==> src/rtl/rs_settings.svh <==
`ifndef RS_SETTINGS_SVH
`define RS_SETTINGS_SVH

// tag and index widths
`define RS_PREG_BITS 6  // physical register tag
`define RS_AREG_BITS 5  // architectural dest index, x0..x31
`define RS_ROB_BITS  6  // reorder buffer slot

// opcode field carried with each entry
`define RS_OP_BITS   3

// entries per station
`define RS_ADD_DEPTH 4
`define RS_MUL_DEPTH 4

`endif

==> src/rtl/rs_pkg.sv <==
`default_nettype none

`include "rs_settings.svh"

package rs_pkg;

    typedef logic [`RS_PREG_BITS-1:0] preg_t;    // physical tag
    typedef logic [`RS_AREG_BITS-1:0] areg_t;    // arch dest
    typedef logic [`RS_ROB_BITS-1:0]  rob_idx_t; // rob slot

    // alu ops first, then the multiplier ops
    typedef enum logic [`RS_OP_BITS-1:0] {
        OP_ADD   = 3'd0,
        OP_SUB   = 3'd1,
        OP_AND   = 3'd2,
        OP_OR    = 3'd3,
        OP_XOR   = 3'd4,
        OP_MUL   = 3'd5,
        OP_MULH  = 3'd6,
        OP_MULHU = 3'd7
    } fu_op_e;

    // which station a dispatch targets
    typedef enum logic {
        RS_ADD = 1'b0,
        RS_MUL = 1'b1
    } rs_sel_e;

    // one station slot
    typedef struct packed {
        logic     busy;     // slot holds a live instruction
        preg_t    ps1;
        logic     ps1_rdy;  // source 1 value available
        preg_t    ps2;
        logic     ps2_rdy;
        preg_t    pd;       // dest tag, goes out on issue
        areg_t    rd;
        rob_idx_t rob;
        fu_op_e   op;
    } rs_entry_t;

endpackage : rs_pkg

`default_nettype wire

==> src/rtl/issue_select.sv <==
`default_nettype none

`include "rs_settings.svh"

// lowest-index ready entry wins, one pick per cycle
module issue_select #(
    parameter int DEPTH = `RS_ADD_DEPTH,
    localparam int IDX_BITS = (DEPTH > 1) ? $clog2(DEPTH) : 1
) (
    input  rs_pkg::rs_entry_t    entries [DEPTH],
    input  logic                 fu_busy,       // unit cannot take an op this cycle
    output logic                 issue_valid,
    output logic [IDX_BITS-1:0]  issue_idx,
    output rs_pkg::rs_entry_t    issue_entry
);

    import rs_pkg::*;

    // live and both sources present
    function automatic logic can_issue(input rs_entry_t e);
        return e.busy && e.ps1_rdy && e.ps2_rdy;
    endfunction

    always_comb
    begin
        issue_valid = 1'b0;
        issue_idx   = '0;
        issue_entry = '0;   // zeros when idle
        if (!fu_busy)
        begin
            // walk downward, last hit is the lowest index
            for (int i = DEPTH - 1; i >= 0; i--)
            begin
                if (can_issue(entries[i]))
                begin
                    issue_valid = 1'b1;
                    issue_idx   = IDX_BITS'(i);
                    issue_entry = entries[i];
                end
            end
        end
    end

endmodule : issue_select

`default_nettype wire

==> src/rtl/rs_bank.sv <==
`default_nettype none

`include "rs_settings.svh"

// one reservation station feeding one functional unit
module rs_bank #(
    parameter int             DEPTH    = `RS_ADD_DEPTH,
    parameter rs_pkg::rs_sel_e BANK_SEL = rs_pkg::RS_ADD,
    localparam int            IDX_BITS = (DEPTH > 1) ? $clog2(DEPTH) : 1
) (
    input  logic               clk,
    input  logic               rst,

    input  logic               dispatch_valid,
    input  rs_pkg::rs_sel_e    dispatch_sel,    // only our code is taken
    input  rs_pkg::preg_t      ps1,
    input  logic               ps1_rdy,
    input  rs_pkg::preg_t      ps2,
    input  logic               ps2_rdy,
    input  rs_pkg::preg_t      pd,
    input  rs_pkg::areg_t      rd,
    input  rs_pkg::rob_idx_t   rob,
    input  rs_pkg::fu_op_e     op,

    input  logic               cdb_add_valid,
    input  rs_pkg::preg_t      cdb_add_tag,
    input  logic               cdb_mul_valid,
    input  rs_pkg::preg_t      cdb_mul_tag,

    input  logic               fu_busy,

    output logic               full,
    output logic               issue_valid,
    output rs_pkg::preg_t      issue_ps1,
    output rs_pkg::preg_t      issue_ps2,
    output rs_pkg::preg_t      issue_pd,
    output rs_pkg::areg_t      issue_rd,
    output rs_pkg::rob_idx_t   issue_rob,
    output rs_pkg::fu_op_e     issue_op
);

    import rs_pkg::*;

    rs_entry_t entries_q [DEPTH];   // station storage

    // broadcasts delayed one cycle before they touch stored entries
    logic  cdb_add_valid_q;
    preg_t cdb_add_tag_q;
    logic  cdb_mul_valid_q;
    preg_t cdb_mul_tag_q;

    logic [IDX_BITS-1:0] free_idx;      // lowest idle slot
    logic                take;          // dispatch written this edge
    rs_entry_t           new_entry;

    logic                sel_valid;
    logic [IDX_BITS-1:0] sel_idx;
    rs_entry_t           sel_entry;

    // true when either bus carries a valid tag equal to src
    function automatic logic tag_hit(
        input preg_t src,
        input logic  add_v,
        input preg_t add_t,
        input logic  mul_v,
        input preg_t mul_t
    );
        return (add_v && add_t == src) || (mul_v && mul_t == src);
    endfunction

    // free slot search and full flag from current state only
    always_comb
    begin
        free_idx   = '0;
        full       = 1'b1;
        for (int i = DEPTH - 1; i >= 0; i--)
        begin
            if (!entries_q[i].busy)
            begin
                free_idx   = IDX_BITS'(i);  // keeps overwriting down to lowest
                full       = 1'b0;
            end
        end
    end

    assign take = dispatch_valid && (dispatch_sel == BANK_SEL) && !full;

    // a same-cycle broadcast marks an incoming source ready
    always_comb
    begin
        new_entry.busy    = 1'b1;
        new_entry.ps1     = ps1;
        new_entry.ps1_rdy = ps1_rdy
                            || tag_hit(ps1, cdb_add_valid, cdb_add_tag,
                                       cdb_mul_valid, cdb_mul_tag);
        new_entry.ps2     = ps2;
        new_entry.ps2_rdy = ps2_rdy
                            || tag_hit(ps2, cdb_add_valid, cdb_add_tag,
                                       cdb_mul_valid, cdb_mul_tag);
        new_entry.pd      = pd;
        new_entry.rd      = rd;
        new_entry.rob     = rob;
        new_entry.op      = op;
    end

    always_ff @(posedge clk)
    begin
        if (rst)
        begin
            cdb_add_valid_q <= 1'b0;
            cdb_add_tag_q   <= '0;
            cdb_mul_valid_q <= 1'b0;
            cdb_mul_tag_q   <= '0;
        end
        else
        begin
            cdb_add_valid_q <= cdb_add_valid;
            cdb_add_tag_q   <= cdb_add_tag;
            cdb_mul_valid_q <= cdb_mul_valid;
            cdb_mul_tag_q   <= cdb_mul_tag;
        end
    end

    always_ff @(posedge clk)
    begin
        if (rst)
        begin
            for (int i = 0; i < DEPTH; i++)
            begin
                entries_q[i] <= '0;
            end
        end
        else
        begin
            // wakeup from last cycle's broadcasts
            for (int i = 0; i < DEPTH; i++)
            begin
                if (entries_q[i].busy
                    && tag_hit(entries_q[i].ps1, cdb_add_valid_q, cdb_add_tag_q,
                               cdb_mul_valid_q, cdb_mul_tag_q))
                begin
                    entries_q[i].ps1_rdy <= 1'b1;
                end
                if (entries_q[i].busy
                    && tag_hit(entries_q[i].ps2, cdb_add_valid_q, cdb_add_tag_q,
                               cdb_mul_valid_q, cdb_mul_tag_q))
                begin
                    entries_q[i].ps2_rdy <= 1'b1;
                end
            end
            if (sel_valid)
            begin
                entries_q[sel_idx].busy <= 1'b0;    // handed to the unit
            end
            // free_idx never names the issuing slot since that one is still busy
            if (take)
            begin
                entries_q[free_idx] <= new_entry;
            end
        end
    end

    issue_select #(
        .DEPTH       (DEPTH)
    ) u_select (
        .entries     (entries_q),
        .fu_busy     (fu_busy),
        .issue_valid (sel_valid),
        .issue_idx   (sel_idx),
        .issue_entry (sel_entry)
    );

    assign issue_valid = sel_valid;
    assign issue_ps1   = sel_entry.ps1;
    assign issue_ps2   = sel_entry.ps2;
    assign issue_pd    = sel_entry.pd;
    assign issue_rd    = sel_entry.rd;
    assign issue_rob   = sel_entry.rob;
    assign issue_op    = sel_entry.op;

    // dispatcher must watch full before targeting this station
    a_no_dispatch_full: assert property (@(posedge clk) disable iff (rst)
        (dispatch_valid && dispatch_sel == BANK_SEL) |-> !full);

    // picked slot is live now and free after the edge
    a_issue_busy: assert property (@(posedge clk) disable iff (rst)
        sel_valid |-> entries_q[sel_idx].busy ##1 !entries_q[$past(sel_idx)].busy);

    // room reported means the write slot really is idle
    a_full_no_free: assert property (@(posedge clk) disable iff (rst)
        !full |-> !entries_q[free_idx].busy);

endmodule : rs_bank

`default_nettype wire

==> src/rtl/rs_top.sv <==
`default_nettype none

`include "rs_settings.svh"

// adder and multiplier stations side by side, shared dispatch and broadcasts
module rs_top (
    input  logic               clk,
    input  logic               rst,

    // dispatch, fanned to both stations
    input  logic               dispatch_valid,
    input  rs_pkg::rs_sel_e    dispatch_sel,
    input  rs_pkg::preg_t      ps1,
    input  logic               ps1_rdy,
    input  rs_pkg::preg_t      ps2,
    input  logic               ps2_rdy,
    input  rs_pkg::preg_t      pd,
    input  rs_pkg::areg_t      rd,
    input  rs_pkg::rob_idx_t   rob,
    input  rs_pkg::fu_op_e     op,

    // completion buses
    input  logic               cdb_add_valid,
    input  rs_pkg::preg_t      cdb_add_tag,
    input  logic               cdb_mul_valid,
    input  rs_pkg::preg_t      cdb_mul_tag,

    input  logic               add_fu_busy,
    input  logic               mul_fu_busy,

    output logic               add_full,
    output logic               mul_full,

    // adder issue
    output logic               add_issue_valid,
    output rs_pkg::preg_t      add_ps1,
    output rs_pkg::preg_t      add_ps2,
    output rs_pkg::preg_t      add_pd,
    output rs_pkg::areg_t      add_rd,
    output rs_pkg::rob_idx_t   add_rob,
    output rs_pkg::fu_op_e     add_op,

    // multiplier issue
    output logic               mul_issue_valid,
    output rs_pkg::preg_t      mul_ps1,
    output rs_pkg::preg_t      mul_ps2,
    output rs_pkg::preg_t      mul_pd,
    output rs_pkg::areg_t      mul_rd,
    output rs_pkg::rob_idx_t   mul_rob,
    output rs_pkg::fu_op_e     mul_op
);

    import rs_pkg::*;

    rs_bank #(
        .DEPTH          (`RS_ADD_DEPTH),
        .BANK_SEL       (RS_ADD)
    ) u_add_rs (
        .clk            (clk),
        .rst            (rst),
        .dispatch_valid (dispatch_valid),
        .dispatch_sel   (dispatch_sel),
        .ps1            (ps1),
        .ps1_rdy        (ps1_rdy),
        .ps2            (ps2),
        .ps2_rdy        (ps2_rdy),
        .pd             (pd),
        .rd             (rd),
        .rob            (rob),
        .op             (op),
        .cdb_add_valid  (cdb_add_valid),
        .cdb_add_tag    (cdb_add_tag),
        .cdb_mul_valid  (cdb_mul_valid),
        .cdb_mul_tag    (cdb_mul_tag),
        .fu_busy        (add_fu_busy),
        .full           (add_full),
        .issue_valid    (add_issue_valid),
        .issue_ps1      (add_ps1),
        .issue_ps2      (add_ps2),
        .issue_pd       (add_pd),
        .issue_rd       (add_rd),
        .issue_rob      (add_rob),
        .issue_op       (add_op)
    );

    rs_bank #(
        .DEPTH          (`RS_MUL_DEPTH),
        .BANK_SEL       (RS_MUL)
    ) u_mul_rs (
        .clk            (clk),
        .rst            (rst),
        .dispatch_valid (dispatch_valid),
        .dispatch_sel   (dispatch_sel),
        .ps1            (ps1),
        .ps1_rdy        (ps1_rdy),
        .ps2            (ps2),
        .ps2_rdy        (ps2_rdy),
        .pd             (pd),
        .rd             (rd),
        .rob            (rob),
        .op             (op),
        .cdb_add_valid  (cdb_add_valid),
        .cdb_add_tag    (cdb_add_tag),
        .cdb_mul_valid  (cdb_mul_valid),
        .cdb_mul_tag    (cdb_mul_tag),
        .fu_busy        (mul_fu_busy),
        .full           (mul_full),
        .issue_valid    (mul_issue_valid),
        .issue_ps1      (mul_ps1),
        .issue_ps2      (mul_ps2),
        .issue_pd       (mul_pd),
        .issue_rd       (mul_rd),
        .issue_rob      (mul_rob),
        .issue_op       (mul_op)
    );

endmodule : rs_top

`default_nettype wire

==> config.mk <==
export PLATFORM = sky130hd
export DESIGN_NAME = rs_top
export DESIGN_NICKNAME = d
export VERILOG_FILES = /design/src/rtl/rs_pkg.sv /design/src/rtl/issue_select.sv /design/src/rtl/rs_bank.sv /design/src/rtl/rs_top.sv
export VERILOG_INCLUDE_DIRS = /design/src /design/src/rtl
export SDC_FILE = /design/constraint.sdc
export NUM_CORES = 1
export LEC_CHECK = 0
export BUFFER_PORTS_ARGS = -buffer_cell sky130_fd_sc_hd__buf_2
export CORE_ASPECT_RATIO = 0.8
export CORE_MARGIN = 2
export CORE_UTILIZATION = 35
export DETAILED_ROUTE_END_ITERATION = 8
export GPL_ROUTABILITY_DRIVEN = 0
export GPL_TIMING_DRIVEN = 0
export PLACE_DENSITY_LB_ADDON = 0.12
export SLEW_MARGIN = 20
export SYNTH_ARGS = -nofsm -noshare
export SYNTH_HDL_FRONTEND = slang
export SYNTH_SLANG_ARGS = --single-unit
==> constraint.sdc <==
create_clock -name clk -period 5.1 [get_ports clk]
set_input_delay 1.02 -clock clk [delete_from_list [all_inputs] [get_ports clk]]
set_output_delay 1.02 -clock clk [all_outputs]
set_load 0.1 [all_outputs]
==> results.sh, run 1 <==
export IMPL_status="finished clean"
export IMPL_p_leak_nw=6.13
export IMPL_combPwrFrac=0.087
export IMPL_max_slew_margin_rel=0.222
export IMPL_ys_seq_elements=294
export IMPL_fmax_mhz=228
export IMPL_grt_pass1_wl_um=89700
export IMPL_nNetsFinal=2107
export IMPL_crit_reg2reg_launch="u_mul_rs.cdb_mul_tag_q[2]"
export IMPL_drt_pass1_iter_count=5
export IMPL_start_util=0.352
export IMPL_post_route_drc_count=0
export IMPL_syn_area_per_cell_um2=7.60
export IMPL_hp_class="register to register"
export IMPL_multiInputGateArea_um2=7890
export IMPL_fillCellCount=4418
export IMPL_fin_cells=2632
export IMPL_num_rows=67
export IMPL_dieHeight_um=187
export IMPL_arrival_ns=3.37
export IMPL_initialDrtViolationCount=1646
export IMPL_drive_gt1_frac=0.128
export IMPL_vdd_ir_drop_max_v=0.000194
export IMPL_final_common_cell="nand2_1"
export IMPL_yosysTopAreaCell="dfxtp_1"
export IMPL_grt_max_degree=14
export IMPL_yosysUniqueCellTypes=38
export IMPL_path_max_fanout=10
export IMPL_pwr_density_cell_nw_per_um2=319
export IMPL_syn_area_um2=14600
export IMPL_hold_viol=0
export IMPL_required_ns=4.08
export IMPL_cts_root_buf="clkbuf_16"
export IMPL_most_common_layout_cells="585 x nand2_1, 294 x dfxtp_1, 264 x a21oi_1, 182 x buf_2, 130 x xor2_1"
export IMPL_tightestPinTransition_ns=1.16
export IMPL_wire_per_inst_um=23.4
export IMPL_dpl_cell_count=2568
export IMPL_fp_dieArea_um2=43500
export IMPL_clkSlewWorstSetupHoldPaths_ns=0.05
export IMPL_cts_tree="yes"
export IMPL_slew_violations=0
export IMPL_grt_pass1_vias=13577
export IMPL_startpoint="add_fu_busy"
export IMPL_netlist_area_leader_share=0.402
export IMPL_setup_viol=0
export IMPL_io_buffers=88
export IMPL_ys_seq_area_frac=0.402
export IMPL_reg2regPathDepth=7
export IMPL_synth_warnings=0
export IMPL_crit_end="add_op[2]"
export IMPL_ys_top_cells_by_area="dfxtp_1 40%, nand2_1 15%, a21oi_1 9.0%, xor2_1 7.8%, xnor2_1 5.1%"
export IMPL_p_switching_mw=1.42
export IMPL_pwr_share_seq=0.441
export IMPL_clk_latency_ns=0.53
export IMPL_synth_cells=1928
export IMPL_crit_path_end_kind="output port"
export IMPL_setup_tns_ns=0
export IMPL_clock_skew_ns=0.0216
export IMPL_clock_sinks=294
export IMPL_holdBufCountCts=0
export IMPL_core_um2=41600
export IMPL_antenna_found_initial=2
export IMPL_cp_start_kind="input pin"
export IMPL_synth_nets=1982
export IMPL_clk_path_buf_depth=3
export IMPL_grt_overflow=0
export IMPL_vias=14600
export IMPL_dp_hpwl_um=44100
export IMPL_rsz0062_at_grt="no"
export IMPL_wl_um=61600
export IMPL_regArea_um2=5890
export IMPL_min_period_ns=4.39
export IMPL_p_sw_frac=0.264
export IMPL_via_per_inst=5.55
export IMPL_ant_nets=0
export IMPL_regToRegSetupSlack_ns=2.95
export IMPL_cts_htree_levels=2
export IMPL_post_cts_setup_buffer_count=0
export IMPL_reg2reg_to="u_mul_rs.entries_q[125]"
export IMPL_fin_ws_ns=0.712
export IMPL_maxCapViolations=0
export IMPL_ios=122
export IMPL_p_clk_frac=0.472
export IMPL_cts_made_buffers=35
export IMPL_fp_dieW_um=233
export IMPL_area_growth_pct=15.6
export IMPL_p_int_mw=3.98
export IMPL_grt_usage=0.277
export IMPL_fin_crit_sh=0.860
export IMPL_crit_type="input pin to output port"
export IMPL_ctsResizeCount=0
export IMPL_dp_worst_setup_slack_ns=0.788
-- kinds of logic after synthesis --
logic type	count (synthesis)	synth area share
xor gates and xnor gates	216	0.129
DFF	294	0.402
AOI/OAI and AO/OA	484	0.187
buffers and inverters	192	0.0600
and+or+nand+nor	742	0.222
-- flip-flops by register name (all words and copies together) (netlist names) --
signal and cells:
u_add_rs.entries_q 140, u_mul_rs.cdb_add_tag_q 6, u_mul_rs.cdb_add_valid_q 1, u_mul_rs.cdb_mul_tag_q 6, u_mul_rs.cdb_mul_valid_q 1, u_mul_rs.entries_q 140
-- cell usage after synthesis, drive strengths merged --
cell type and n:
a31oi 4, a211oi 16, inv 1, nand2 585, clkbuf 87, xnor2 86
nand2b 3, nor2 13, a221oi 66, o41ai 2, nand4 26, dfxtp 294
or2 3, o21ai 132, a21oi 264, nor3b 2, xor2 130, or4 6
nor4 50, and2 10, nor3 7, or3b 2, buf 104, and3 4
nand3 14, or3 3, nor2b 14
-- worst min path at each step --
stage / start / to / slack [ns] / cells after the start
final: u_add_rs.entries_q[88] / u_add_rs.entries_q[88] / 0.45 / 2
after global routing: u_add_rs.entries_q[54] / u_add_rs.entries_q[54] / 0.47 / 2
after CTS: u_mul_rs.entries_q[77] / u_mul_rs.entries_q[77] / 0.45 / 2
after detailed placement: u_mul_rs.entries_q[77] / u_mul_rs.entries_q[77] / 0.44 / 2
after global placement: u_mul_rs.entries_q[83] / u_mul_rs.entries_q[83] / 0.44 / 2
after floorplan: u_add_rs.entries_q[70] / u_add_rs.entries_q[70] / 0.43 / 2
-- power groups by stage --
stage / combinational, mW / sequential, mW / clock, mW
after global placement: 0.452 / 2.43 / 0
after floorplan: 0.292 / 2.42 / 0
after detailed placement: 0.458 / 2.44 / 0
after global routing: 0.501 / 2.39 / 2.67
after CTS: 0.460 / 2.38 / 2.58
final: 0.469 / 2.39 / 2.55
-- worst max-delay path, stage by stage --
cell	delay, ns
buf_2	0.15
a31oi_1	0.83
clkbuf_1	0.43
o21ai_0	0.15
o21ai_1	0.28
buf_2	0.49
-- cell type report --
class / instances / share of cell area
Sequential cell: 294 / 0.348
Timing Repair Buffer: 88 / 0.0260
Buffer: 191 / 0.0517
Clock inverter: 13 / 0.00731
Multi-Input combinational cell: 1442 / 0.466
Antenna cell: 2 / 0.000296
Inverter: 1 / 0.000222
Tap cell: 552 / 0.0408
Clock buffer: 49 / 0.0603
-- per-layer routing --
| layer | wire length [um] | global-route usage | share of wire | vias to the layer above |
|---|---|---|---|---|
| met1 | 27900 | 0.401 | 0.45 | 7088 |
| met2 | 27000 | 0.419 | 0.44 | 651 |
| met4 | 1680 | 0.0823 | 0.027 | 0 |
| met3 | 5020 | 0.0480 | 0.081 | 100 |
| met5 | 0 | 0 | 0 | - |
| li1 | - | - | - | 6761 |
-- through the flow --
step | hold WS (ns) | instance area, um2 | util | total power [mW]
after global placement | 0.438 | 15800 | 0.379 | 2.89
after CTS | 0.451 | 16900 | 0.407 | 5.42
after global routing | 0.471 | 16900 | 0.407 | 5.56
after floorplan | 0.433 | 14600 | - | 2.71
final | 0.450 | 16900 | 0.407 | 5.41
after detailed placement | 0.443 | 15800 | 0.380 | 2.89
(Power assumes the default switching activity.)
==> run 2: changes to the inputs <==
Settings changed: MAX_ROUTING_LAYER from default to met4.
==> results.sh, run 2 (synthesized netlist as in run 1, its figures left out) <==
export IMPL_min_period_ns=4.41
export IMPL_hp_class="register to register"
export IMPL_reg_largest_list="u_add_rs.entries_q: 140 flops, u_mul_rs.entries_q: 140 flops"
export IMPL_combPwrFrac=0.087
export IMPL_drive_gt1_frac=0.128
export IMPL_max_slew_margin_rel=0.170
export IMPL_pwr_density_cell_nw_per_um2=319
export IMPL_critPathTopFamily="compound AO/OA/AOI/OAI gates"
export IMPL_power_mw=5.40
export IMPL_setup_viol=0
export IMPL_cts_made_buffers=35
export IMPL_cp_num_buf_inv=3
export IMPL_vias=14594
export IMPL_grt_max_degree=14
export IMPL_via_per_inst=5.54
export IMPL_fin_crit_sh=0.865
export IMPL_cts_root_buf="clkbuf_16"
export IMPL_ctsResizeCount=0
export IMPL_cts_tree="yes"
export IMPL_regToRegSetupSlack_ns=2.94
export IMPL_nNetsFinal=2107
export IMPL_p_int_mw=3.98
export IMPL_clk_latency_ns=0.54
export IMPL_vdd_ir_drop_max_v=0.000192
export IMPL_cts_htree_levels=2
export IMPL_io_buffers=88
export IMPL_postPlaceCellArea_um2=15800
export IMPL_wl_um=61500
export IMPL_pwr_share_seq=0.442
export IMPL_rsz0062_at_grt="no"
export IMPL_holdBufCountCts=0
export IMPL_final_common_cell="nand2_1"
export IMPL_clkSlewWorstSetupHoldPaths_ns=0.05
export IMPL_dp_hpwl_um=44100
export IMPL_tightestPinTransition_ns=1.24
export IMPL_finalInstanceArea_um2=16900
export IMPL_hold_viol=0
export IMPL_slew_violations=0
export IMPL_drt_pass1_iter_count=5
export IMPL_clk_path_buf_depth=3
export IMPL_maxCapViolations=0
export IMPL_initialDrtViolationCount=1694
export IMPL_fillCellCount=4418
export IMPL_start_util=0.352
export IMPL_num_rows=67
export IMPL_post_cts_setup_buffer_count=0
export IMPL_cp_slowest_cell="a31oi_1"
export IMPL_clock_skew_ns=0.0212
export IMPL_grt_pass1_wl_um=89700
export IMPL_crit_type="input pin to output port"
export IMPL_core_um2=41600
export IMPL_most_common_layout_cells="585 x nand2_1, 294 x dfxtp_1, 264 x a21oi_1, 182 x buf_2, 130 x xor2_1"
export IMPL_status="finished clean"
export IMPL_clock_sinks=294
export IMPL_p_leak_nw=6.13
export IMPL_p_switching_mw=1.42
export IMPL_setup_tns_ns=0
export IMPL_max_stage_delay_ns=0.86
export IMPL_fp_dieW_um=233
export IMPL_fp_dieArea_um2=43500
export IMPL_arrival_ns=3.39
export IMPL_grt_usage=0.286
export IMPL_area_growth_pct=15.6
export IMPL_post_route_drc_count=0
export IMPL_dieHeight_um=187
export IMPL_required_ns=4.08
export IMPL_crit_path_end_kind="output port"
export IMPL_path_max_fanout=10
export IMPL_wire_per_inst_um=23.4
export IMPL_p_sw_frac=0.263
export IMPL_ant_nets=0
export IMPL_path_common_cell="buf_2"
export IMPL_path_cells="buf_2 -> a31oi_1 -> clkbuf_1 -> o21ai_0 -> o21ai_1 -> buf_2"
export IMPL_ios=122
export IMPL_cp_start_kind="input pin"
export IMPL_fmax_mhz=227
export IMPL_antenna_found_initial=2
export IMPL_grt_overflow=0
export IMPL_p_clk_frac=0.472
export IMPL_grt_pass1_vias=13578
==> run 2: final timing paths <==
kind / startpoint / endpoint / cells past startpoint
setup / recovery: add_fu_busy / add_op[2] / 6
hold / removal: u_add_rs.entries_q[88] / u_add_rs.entries_q[88] / 2
setup reg to reg: u_mul_rs.cdb_mul_tag_q[2] / u_mul_rs.entries_q[125] / 7
hold reg to reg: u_add_rs.entries_q[88] / u_add_rs.entries_q[88] / 2
==> run 2: power groups by stage <==
stage	logic [mW]	registers, mW	clock network [mW]
6_report	0.468	2.39	2.55
3_3_place_gp	0.452	2.43	0
3_5_place_dp	0.458	2.44	0
5_1_grt	0.501	2.39	2.67
2_1_floorplan	0.292	2.42	0
4_1_cts	0.460	2.38	2.58
==> run 2: metrics by stage <==
step	std cells	utilization	setup WS, ns	hold WS, ns
final	2632	0.407	0.688	0.450
after global routing	2632	0.407	0.699	0.471
after CTS	2630	0.407	0.765	0.451
after detailed placement	2568	0.380	0.788	0.443
after global placement	2568	0.379	0.772	0.438
after floorplan	1928	-	1.07	0.433
==> run 2: final cells by class <==
class	count	area (um2)	area share
Multi-Input combinational cell	1442	7890	0.466
Sequential cell	294	5890	0.348
Clock buffer	49	1020	0.0603
Buffer	191	876	0.0517
Tap cell	552	691	0.0408
Timing Repair Buffer	88	440	0.0260
Clock inverter	13	124	0.00731
Antenna cell	2	5.00	0.000296
Inverter	1	3.75	0.000222
==> run 2: worst register-to-register path: cells and delay by family (launching register included) <==
family	cells	cell delay [ns]
and+or+nand+nor	3	0.57
DFF	1	0.31
xor gates and xnor gates	1	0.18
AOI/OAI and AO/OA	1	0.24
buffers and inverters	2	0.76
==> run 2: layer usage <==
layer,up-vias,routed length (um),GRT usage
met5,-,0,-
met4,0,1590,0.0823
met3,100,5480,0.0480
met2,681,26800,0.419
met1,7051,27700,0.402
li1,6762,-,-
==> run 3: changes to the inputs <==
==> constraint.sdc (replaced) <==
create_clock -name clk -period 5.1 [get_ports clk]
set_input_delay 0.255 -clock clk [delete_from_list [all_inputs] [get_ports clk]]
set_output_delay 0.255 -clock clk [all_outputs]
set_load 0.1 [all_outputs]
==> results.sh, run 3 (synthesized netlist as in run 1, its figures left out) <==
export IMPL_status="finished clean"
export IMPL_cts_tree="yes"
export IMPL_finalInstanceArea_um2=17100
export IMPL_min_period_ns=3.50
export IMPL_final_common_cell="nand2_1"
export IMPL_maxCapViolations=0
export IMPL_p_sw_frac=0.264
export IMPL_p_int_mw=3.99
export IMPL_fin_ws_ns=1.60
export IMPL_postPlaceCellArea_um2=15800
export IMPL_cts_htree_levels=2
export IMPL_slew_violations=0
export IMPL_p_clk_frac=0.471
export IMPL_p_leak_nw=6.18
export IMPL_fp_dieW_um=233
export IMPL_drive_gt1_frac=0.127
export IMPL_path_max_fanout=10
export IMPL_crit_type="register to output port"
export IMPL_power_mw=5.42
export IMPL_reg_largest_list="u_add_rs.entries_q: 140 flops, u_mul_rs.entries_q: 140 flops"
export IMPL_wire_per_inst_um=23.4
export IMPL_combPwrFrac=0.088
export IMPL_rsz0062_at_grt="no"
export IMPL_crit_path_end_kind="output port"
export IMPL_wl_um=61900
export IMPL_ios=122
export IMPL_dieHeight_um=187
export IMPL_post_cts_setup_buffer_count=0
export IMPL_grt_pass1_wl_um=90100
export IMPL_reg2regPathDepth=7
export IMPL_ant_nets=0
export IMPL_clock_sinks=294
export IMPL_nNetsFinal=2119
export IMPL_post_route_drc_count=0
export IMPL_area_growth_pct=16.4
export IMPL_clkSlewWorstSetupHoldPaths_ns=0.06
export IMPL_via_per_inst=5.56
export IMPL_vias=14689
export IMPL_cp_start_kind="register"
export IMPL_fp_dieArea_um2=43500
export IMPL_vdd_ir_drop_max_v=0.000194
export IMPL_ctsResizeCount=0
export IMPL_clk_path_buf_depth=3
export IMPL_setup_viol=0
export IMPL_cts_root_buf="clkbuf_16"
export IMPL_start_util=0.352
export IMPL_most_common_layout_cells="585 x nand2_1, 294 x dfxtp_1, 264 x a21oi_1, 182 x buf_2, 130 x xor2_1"
export IMPL_io_buffers=88
export IMPL_setup_tns_ns=0
export IMPL_required_ns=4.85
export IMPL_clock_skew_ns=0.0197
export IMPL_grt_overflow=0
export IMPL_grt_pass1_vias=13670
export IMPL_fin_crit_sh=0.687
export IMPL_arrival_ns=3.25
export IMPL_antenna_found_initial=2
export IMPL_max_slew_margin_rel=0.198
export IMPL_dp_hpwl_um=44100
export IMPL_fmax_mhz=285
export IMPL_hp_class="input pin to register"
export IMPL_drt_pass1_iter_count=6
export IMPL_core_um2=41600
export IMPL_grt_max_degree=14
export IMPL_clk_latency_ns=0.53
export IMPL_tightestPinTransition_ns=1.20
export IMPL_worstHoldPathCells=2
export IMPL_p_switching_mw=1.43
export IMPL_pwr_share_seq=0.441
export IMPL_pwr_density_cell_nw_per_um2=318
export IMPL_cts_made_buffers=35
export IMPL_initialDrtViolationCount=1725
export IMPL_dp_worst_setup_slack_ns=2.23
export IMPL_hold_viol=0
export IMPL_num_rows=67
export IMPL_grt_usage=0.287
==> run 3: final timing paths <==
check | slack [ns] | startpoint | endpoint
max | 1.60 | u_add_rs.entries_q[139] | add_op[2]
min | 0.02 | cdb_mul_tag[0] | u_mul_rs.cdb_mul_tag_q[0]
min reg2reg | 0.45 | u_mul_rs.entries_q[77] | u_mul_rs.entries_q[77]
max reg2reg | 2.93 | u_mul_rs.cdb_mul_tag_q[2] | u_mul_rs.entries_q[125]
==> run 3: per-stage QoR <==
stage | hold slack (ns) | std cells | util
floorplan | 0.383 | 1928 | -
global placement | 0.438 | 2568 | 0.379
detailed placement | 0.443 | 2568 | 0.380
CTS | 0.00771 | 2642 | 0.410
global route | 0.0214 | 2644 | 0.410
finish | 0.0183 | 2644 | 0.410
==> run 3: critical path, cell delays in order, from the launching register on <==
cell and delay (ns):
dfxtp_1 0.33, buf_2 0.24, nand3_1 0.21, nor2_1 0.60
clkbuf_1 0.52, nand2_1 0.12, o21ai_1 0.20, buf_2 0.49
==> run 3: power by group through the flow <==
stage	Clock, mW	Combinational (mW)	Sequential, mW
finish	2.55	0.478	2.39
global route	2.67	0.509	2.39
CTS	2.58	0.467	2.38
detailed placement	0	0.458	2.44
global placement	0	0.452	2.43
floorplan	0	0.292	2.42
==> run 3: area by class of cell <==
cell class              instances  area (um2)
plain buffers                 191         876
multi-input cells            1442        7890
inverters                       1        3.75
diodes                          2        5.00
clock inverters                13         124
flip-flops and latches        294        5890
fillers                      4414       24500
clock buffers                  49        1020
well taps                     552         691
repair buffers                100         561
==> run 3: metal layers <==
layer / GRT usage / vias up / share of wire
li1: - / 6778 / -
met1: 0.401 / 7123 / 0.45
met2: 0.421 / 685 / 0.44
met3: 0.0500 / 103 / 0.087
met4: 0.0862 / 0 / 0.027
met5: - / - / 0
==> run 3: what timing repair did <==
item / CTS / global route
setup endpoints to repair: 0 / 0
hold buffers: 12 / 0
endpoints found under the hold margin: 12 / 0
